File: config.mk
export PLATFORM = sky130hd
export DESIGN_NAME = matmul_ctrl
export DESIGN_NICKNAME = d
export VERILOG_FILES = /design/src/source/mm_pkg.sv /design/src/source/matmul_ctrl.sv
export SDC_FILE = /design/constraint.sdc
export NUM_CORES = 1
export LEC_CHECK = 0
export ABC_AREA = 1
export ABC_CLOCK_PERIOD_IN_PS = 4000
export BUFFER_PORTS_ARGS = -buffer_cell sky130_fd_sc_hd__buf_2
export CORE_MARGIN = 1
export CORE_UTILIZATION = 48
export CTS_BUF_LIST = sky130_fd_sc_hd__clkbuf_16
export DETAILED_ROUTE_END_ITERATION = 12
export GPL_TIMING_DRIVEN = 0
export PLACE_DENSITY_LB_ADDON = 0.15
export SLEW_MARGIN = 40
export SYNTH_ARGS = -nofsm -noshare
export SYNTH_HDL_FRONTEND = slang
export SYNTH_SLANG_ARGS = --single-unit
File: constraint.sdc
create_clock -name clk -period 4 [get_ports clk]
set_input_delay 0.2 -clock clk [delete_from_list [all_inputs] [get_ports clk]]
set_output_delay 0.2 -clock clk [all_outputs]
set_load 0.05 [all_outputs]
File: src/source/mm_pkg.sv
package mm_pkg;

	// byte address width shared by the host port and the engine port
	parameter int ADDR_W = 20;

	// one memory line holds four matrix elements
	parameter int LINE_W = 128;

	// width of a matrix element, of a write datum and of the accumulator
	parameter int WORD_W = 32;

	// number of words in one line, which is also the dot unit lane count
	parameter int LANES = 4;

	// a memory line as the engine sees it (four words) and as byte writes
	// see it (sixteen bytes)
	// word 0 and byte 0 sit at the low end of the line, so the word index is
	// address bits 3:2 and the byte index is address bits 3:0
	typedef union packed {
		logic [LANES-1:0][WORD_W-1:0] words;
		logic [LINE_W/8-1:0][7:0]     bytes;
	} mem_line_u;

endpackage

File: src/source/matmul_ctrl.sv
module matmul_ctrl #(
	parameter int MAT_N = 8
) (
	input  logic                      clk,
	input  logic                      rst_n_i,
	input  logic                      start_i,
	input  logic [mm_pkg::ADDR_W-1:0] a_base_i,
	input  logic [mm_pkg::ADDR_W-1:0] b_base_i,
	input  logic [mm_pkg::ADDR_W-1:0] c_base_i,
	input  logic                      eng_ready_i,
	input  logic [mm_pkg::WORD_W-1:0] acc_i,
	output logic                      eng_read_o,
	output logic [mm_pkg::ADDR_W-1:0] eng_read_addr_o,
	output logic                      eng_write_o,
	output logic [mm_pkg::ADDR_W-1:0] eng_write_addr_o,
	output logic [mm_pkg::WORD_W-1:0] eng_wdata_o,
	output logic                      acc_clear_o,
	output logic                      a_load_o,
	output logic                      b_load_o,
	output logic                      busy_o,
	output logic                      done_o
);

	import mm_pkg::*;

	// i, j and the line index all fit below MAT_N
	localparam int IDX_W = $clog2(MAT_N);

	// lines per matrix row
	localparam int ROW_LINES = MAT_N / 4;

	localparam logic [2:0] IDLE   = 3'd0;
	localparam logic [2:0] READ_A = 3'd1;
	localparam logic [2:0] WAIT_A = 3'd2;
	localparam logic [2:0] READ_B = 3'd3;
	localparam logic [2:0] WAIT_B = 3'd4;
	localparam logic [2:0] WRITE  = 3'd5;
	localparam logic [2:0] DONE   = 3'd6;

	logic [2:0] state;

	logic [IDX_W-1:0] row_i;
	logic [IDX_W-1:0] col_j;
	logic [IDX_W-1:0] line_l;

	logic [ADDR_W-1:0] a_base_q;
	logic [ADDR_W-1:0] b_base_q;
	logic [ADDR_W-1:0] c_base_q;

	logic [ADDR_W-1:0] a_off;
	logic [ADDR_W-1:0] b_off;
	logic [ADDR_W-1:0] c_off;

	logic start_ok;
	logic last_line;
	logic last_col;
	logic last_row;

	// busy is low in DONE, so a new start is taken there as well
	assign start_ok = start_i & ((state == IDLE) | (state == DONE));

	assign last_line = (line_l == IDX_W'(ROW_LINES - 1));
	assign last_col  = (col_j == IDX_W'(MAT_N - 1));
	assign last_row  = (row_i == IDX_W'(MAT_N - 1));

	// line offsets in units of lines, element offset in units of words
	always_comb begin
		a_off = ADDR_W'(row_i) * ADDR_W'(ROW_LINES) + ADDR_W'(line_l);
		b_off = ADDR_W'(col_j) * ADDR_W'(ROW_LINES) + ADDR_W'(line_l);
		c_off = ADDR_W'(row_i) * ADDR_W'(MAT_N) + ADDR_W'(col_j);
	end

	assign eng_read_o       = (state == READ_A) | (state == READ_B);
	assign eng_read_addr_o  = (state == READ_A) ? a_base_q + (a_off << 4) :
	                                              b_base_q + (b_off << 4);
	assign eng_write_o      = (state == WRITE);
	assign eng_write_addr_o = c_base_q + (c_off << 2);
	assign eng_wdata_o      = acc_i;

	// the result is sampled by the memory on the same edge that clears it
	assign acc_clear_o = start_ok | (state == WRITE);
	assign a_load_o    = (state == WAIT_A) & eng_ready_i;
	assign b_load_o    = (state == WAIT_B) & eng_ready_i;

	assign busy_o = (state != IDLE) & (state != DONE);
	assign done_o = (state == DONE);

	always_ff @(posedge clk) begin
		if (start_ok) begin
			a_base_q <= a_base_i;
			b_base_q <= b_base_i;
			c_base_q <= c_base_i;
		end
	end

	always_ff @(posedge clk or negedge rst_n_i) begin
		if (!rst_n_i) begin
			state  <= IDLE;
			row_i  <= '0;
			col_j  <= '0;
			line_l <= '0;
		end else begin
			case (state)
				IDLE, DONE: begin
					if (start_ok) begin
						row_i  <= '0;
						col_j  <= '0;
						line_l <= '0;
						state  <= READ_A;
					end else begin
						state <= IDLE;
					end
				end
				READ_A: state <= WAIT_A;
				WAIT_A: begin
					if (eng_ready_i) begin
						state <= READ_B;
					end
				end
				READ_B: state <= WAIT_B;
				WAIT_B: begin
					if (eng_ready_i) begin
						if (last_line) begin
							line_l <= '0;
							state  <= WRITE;
						end else begin
							line_l <= line_l + 1'b1;
							state  <= READ_A;
						end
					end
				end
				WRITE: begin
					// step j first, then i, and stop after the last element
					if (last_col) begin
						col_j <= '0;
						if (last_row) begin
							row_i <= '0;
							state <= DONE;
						end else begin
							row_i <= row_i + 1'b1;
							state <= READ_A;
						end
					end else begin
						col_j <= col_j + 1'b1;
						state <= READ_A;
					end
				end
				default: state <= IDLE;
			endcase
		end
	end

endmodule

==> metrics.txt, run 1 <==
drt first pass iters=6; distinct cell type count after synthesis=38; DR DRC count=0; Max-slew headroom=about three quarters; top-count cell post-synth=nand2_1; worst path required time=between 3 and 4 ns; DPL Wire Length=8.81 mm; clk_lat worst skew=0.34 ns; Cell Area, Placed=5760 um^2; post-synth top area share=a little under two fifths; leakage power=about 3.1 nW; fmax=315 MHz; Clk pwr share=between 10% and 20%; Startpoint Class=flop; Die ar.=10500 um^2; internal power=0.00209 W; Iter 0 DRT Violations=207; diode count=0; CP most frequent cell=nand2_1; Comb pwr share=52.5%; most area-hungry cell type in the Yosys netlist=edfxtp_1; Yosys warnings=0; pwr dens=689 nW/um^2; critical path capture point type=primary output; Total GRT Usage=between 20 and 25%; initial antenna violation count=0; max_cap viols=0; clk slew on worst S/H paths=0.06 ns; CTS Buf Count=9; grt ovf=0; Seq pwr share=between 20% and 30%; Row Count=36; CTS tree=done; final setup fails=0; critical-path cell list=ha_1, fa_1, xor2_1, ha_1, nand2_1, nor2_1, nand2_1, nand2_1, nand2_1, nand2_1, nand3_1, nand2_1, buf_2; status=finished, final reports clean; Post-Syn Area=4860 um^2; first-pass GRT wire length=roughly 18 mm; vias=4284; Syn Nets=694; Post-synth top flop=edfxtp_1; Synth top cells by count=178 x nand2_1, 70 x nand3_1, 60 x edfxtp_1, 52 x inv_1, 36 x buf_4; unrepaired setup endpoints after global routing=no; GP Congestion=about 0.86; synth top area cells=edfxtp_1 37%, nand2_1 14%, nand3_1 7.2%; final net count=849; Net Switching=approximately 0.0021 W; ys async rst share=16.7%; CP arrival=between 2 and 3 ns; slowest CP cell=dfrtp_1; Largest stage delay, worst path=0.45 ns; cell family with the largest share of critical-path delay=adder cells; synth-to-layout area growth=24.6%; htree depth=3; Crit Path Class=reg2out; crit path time final=3.18 ns; #FFs+latches synth=72; peak supply drop=0.439 mV; setup_tns=0 ns; pin count of the biggest net entering global routing=45; pre-CTS setup slack=1.22 ns; final antenna-violating net count=0; fin worst setup slack=between 0.8 and 0.9 ns; routed len/inst=13.0 um; Hold/Removal Path Class=in2reg; Critical path buffers and inverters=1; I/O Pins=about 180; Final Hold Slack=between 0.03 and 0.04 ns; number of synthesized flops with an enable pin=60; final wirelength=around 11 mm; layout cells sized above 1=31.9%; Finished Cell Area=6060 um^2; Sink Count=72; max-slew violations=0; CP max FO=5; Starting Density=49.5%; port bufs=roughly 140; clock root cell=clkbuf_16; final period utilization=79.5%; Seq/Total Area, Yosys=43.2%; post-cts resize count=0; die height=103 um; Final Hold Fails=0; Max Clock Skew=0.00579 ns; number of global-route vias before repair=3962; Syn Inst Count=between 500 and 600; Switching Fraction=50.1%; Die X=103 um; Mean Syn Cell Area=8.55 um^2; vias per cell=between 4 and 5; Worst Max-Slew Pin Slew=0.374 ns; Core Footprint=9820 um^2; Reg2Reg Setup Slack=2.28 ns; clk buf depth=2
## worst register-to-register path: cells and delay by family, from the launching register on
family	cells	cell delay, ns
buffers and inverters	3	0.63
flip-flops	1	0.42
AND/OR/NAND/NOR	3	0.33
## what timing repair did
action,in CTS,in global routing
hold endpoints to repair,12,0
setup buffers,0,0
hold buffers,1,0
## cells in the final DEF, fill, tap and decap left out, types with 5 or more instances in the layout
master,instances
nor3_1,6
inv_2,5
edfxtp_1,60
inv_1,52
ha_1,24
xor2_1,12
nor2_1,32
nand3_1,70
nand3_2,6
dfrtp_1,12
buf_2,142
fa_1,5
a21oi_1,8
nand2_1,178
nand2_2,8
buf_4,36
nand3b_1,14
clkbuf_16,9
## registers in the layout, indices dropped and copies added (netlist names)
name / flops
a_base_q: 20
b_base_q: 20
c_base_q: 20
col_j: 3
line_l: 3
row_i: 3
state: 3
## through the flow
stage               cells  total power (W)  util [%]
global placement      844          0.00337      58.5
finish                861          0.00418      61.7
detailed placement    845          0.00341      58.7
floorplan             569          0.00289         -
global route          861          0.00441      61.7
CTS                   861          0.00421      61.7
## cell families (layout without fill, tap and decap cells)
kind of cell / Yosys count / count (layout) / share of synthesized area, %
DFF: 72 / 72 / 43.2
adders and majority gates: 29 / 29 / 8.23
buffers and inverters: 96 / 255 / 10.6
AOI/OAI and AO/OA: 27 / 27 / 3.73
xor gates and xnor gates: 14 / 14 / 2.52
and+or+nand+nor: 331 / 331 / 31.7
## power by group through the flow
| stage | sequential, W | clock [W] | combinational, W |
|---|---|---|---|
| CTS | 0.00120 | 0.000802 | 0.00221 |
| detailed placement | 0.00121 | 0 | 0.00220 |
| floorplan | 0.00117 | 0 | 0.00172 |
| global route | 0.00122 | 0.000825 | 0.00236 |
| finish | 0.00120 | 0.000786 | 0.00219 |
| global placement | 0.00122 | 0 | 0.00215 |
## final cells by class
cell class                 count  area, um^2
inverter                      57         216
timing repair buffer         144         741
buffer                        39         304
fill                         876        3760
multi-input combinational    401        2240
clock inverter                 6        62.6
sequential                    72        2100
clock buffer                   9         225
tap                          133         166
## final timing paths
check	from	to	cells past startpoint
max	col_j[0]	eng_read_addr_o[19]	13
min	b_base_i[19]	b_base_q[19]	1
max reg2reg	state[0]	b_base_q[16]	6
min reg2reg	row_i[0]	row_i[0]	1
max in group asynchronous	rst_n_i	state[2]	2
min in group asynchronous	rst_n_i	col_j[1]	2
## routing by layer
layer  wire length (um)  part of all wire (%)  track usage [%]  vias to the layer above
met5                  0                     0                0                        -
met4                159                   1.4             6.70                        0
met3                887                   7.9             6.37                       14
met2               5310                    47             36.9                      180
met1               4850                    43             27.5                     1921
li1                   -                     -                -                     2169
(Power assumes the default switching activity.)
==> inputs of run 2 (changes only) <==
ABC_CLOCK_PERIOD_IN_PS = 2760   (was 4000)
CORE_UTILIZATION = 46   (was 48)
clock period = 2.76 ns   (was 4 ns; I/O delays follow)
==> metrics.txt, run 2 (synthesis gave the netlist of run 1 again) <==
Total GRT Usage=between 20 and 25%; crit path time final=about 2.8 ns; pin count of the biggest net entering global routing=45; clk_lat worst skew=0.34 ns; CP arrival=2.69 ns; DPL Wire Length=8.59 mm; Die X=105 um; Largest regs=a_base_q (20), b_base_q (20), c_base_q (20); vias=4614; CP max FO=6; clock root cell=clkbuf_16; vias per cell=slightly below 5; final period utilization=103%; Hold/Removal Path Class=in2reg; CP most frequent cell=nand2_2; port bufs=142; synth-to-layout area growth=49.8%; peak supply drop=0.547 mV; slowest CP cell=dfrtp_2; Max Clock Skew=0.00685 ns; clk slew on worst S/H paths=0.06 ns; Routed met3 length=735 um; Startpoint Class=flop; Net Switching=0.00328 W; Reg2Reg Depth=6; Finished Cell Area=about 7300 um^2; critical path endpoint=eng_read_addr_o[14]; Clk pwr share=18.6%; Core Footprint=10300 um^2; fmax=353 MHz; I/O Pins=about 180; Reg2Reg Setup Slack=about 1.0 ns; first-pass GRT wire length=20.0 mm; M1 wire length=5.45 mm; critical-path cell list=ha_2, fa_2, xor2_2, ha_4, nand3_4, nand3_4, nand2_2, nand2_4, nand2_2, nand2_1, nand3_2, nand2_2, buf_8; DR DRC count=0; commonest non-fill, non-tap cell in the layout=nand2_1; Multi-input gate area=2640 um^2; Switching Fraction=48.4%; Starting Density=a little under half; max-slew violations=0; Comb pwr share=between 50% and 60%; worst reg2reg endpoint=a_base_q[2]; Final Hold Slack=~0.16 ns; worst r2r src=state[0]; Iter 0 DRT Violations=165; final net count=920; Max-slew headroom=74.1%; final antenna-violating net count=0; final wirelength=12.8 mm; Overall Power=roughly 0.0068 W; Die ar.=approximately 11000 um^2; leakage power=approximately 3.5 nW; max_cap viols=0; highest-count cells in the layout ignoring fill and taps=153 x nand2_1, 129 x buf_2, 61 x dlygate4sd3_1; Util after Layout=70.9%; Sink Count=72; diode count=0; layout cells sized above 1=around two fifths; Crit Path Class=reg2out; Highest Signal Layer=met4; met2 WL=between 6 and 7 mm; crit path from=line_l[1]; GP Congestion=0.843; unrepaired setup endpoints after global routing=yes; drt first pass iters=4; pwr dens=a little over 900 nW/um^2; die height=105 um; fin worst setup slack=-0.0692 ns; Worst Max-Slew Pin Slew=roughly 0.39 ns; worst path required time=2.62 ns; Row Count=37; final setup fails=6; failing checks=setup timing; routed len/inst=13.6 um; htree depth=3; initial antenna violation count=0; critical path capture point type=primary output; clk buf depth=2; status=finished with violations; Final Hold Fails=0; Largest stage delay, worst path=between 0.4 and 0.5 ns; number of global-route vias before repair=roughly 4400; Cell Area, Placed=5770 um^2; CTS tree=done; Seq pwr share=25.9%; grt ovf=0; fill cell count=795; internal power=0.00350 W; Register Area=2110 um^2; CTS Buf Count=9
run 2: per-stage QoR:
step | worst slack [ns] | TNS, ns | std cells
final | -0.0692 | -0.180 | 936
after global routing | -0.161 | -1.34 | 936
after CTS | -0.0894 | -0.538 | 931
after detailed placement | 0.0317 | 0 | 848
after global placement | -0.219 | -12.90 | 847
after floorplan | 0.00580 | 0 | 569
run 2: what timing repair did:
| action | in CTS | in global routing |
|---|---|---|
| resized for setup | 59 | 60 |
| buffers inserted | 6 | 5 |
| setup endpoints to repair | 13 | 13 |
| endpoints found under the hold margin | 72 | 0 |
| hold buffers | 61 | 0 |
| pin swaps | 23 | 25 |
| cloned | 0 | 0 |
run 2: per-layer routing:
| metal | vias to the layer above | GRT usage (%) |
|---|---|---|
| li1 | 2312 | - |
| met1 | 2105 | 29.3 |
| met2 | 171 | 39.3 |
| met3 | 26 | 4.80 |
| met4 | 0 | 7.75 |
| met5 | - | 0 |
run 2: power groups by stage:
stage	logic [W]	registers (W)	clock network, W
after floorplan	0.00249	0.00170	0
after CTS	0.00352	0.00174	0.00128
final	0.00377	0.00175	0.00126
after detailed placement	0.00318	0.00175	0
after global routing	0.00403	0.00179	0.00131
after global placement	0.00312	0.00177	0
run 2: area by class of cell:
| cell class | count | share of cell area [%] |
|---|---|---|
| multi-input combinational | 401 | 36.3 |
| sequential | 72 | 28.9 |
| timing repair buffer | 215 | 21.0 |
| buffer | 39 | 4.17 |
| clock buffer | 9 | 3.09 |
| inverter | 57 | 2.97 |
| tap | 136 | 2.33 |
| clock inverter | 7 | 1.30 |
run 2: worst max-delay path, delay by kind of cell, from the launching register on:
kind | cells | cell delay, ns
buffers and inverters | 1 | 0.15
adders and majority gates | 3 | 0.91
xor gates and xnor gates | 1 | 0.17
and+or+nand+nor | 8 | 0.68
DFF | 1 | 0.44
run 2: how the worst min path moves through the flow:
stage / from / endpoint / slack, ns / cells after the start
2_1_floorplan: rst_n_i / col_j[0] / -0.16 / 0
5_1_grt: start_i / col_j[1] / 0.17 / 4
4_1_cts: eng_ready_i / state[0] / 0.15 / 3
3_5_place_dp: rst_n_i / col_j[0] / 0.04 / 1
6_report: start_i / col_j[1] / 0.16 / 4
3_3_place_gp: rst_n_i / col_j[0] / 0.03 / 1
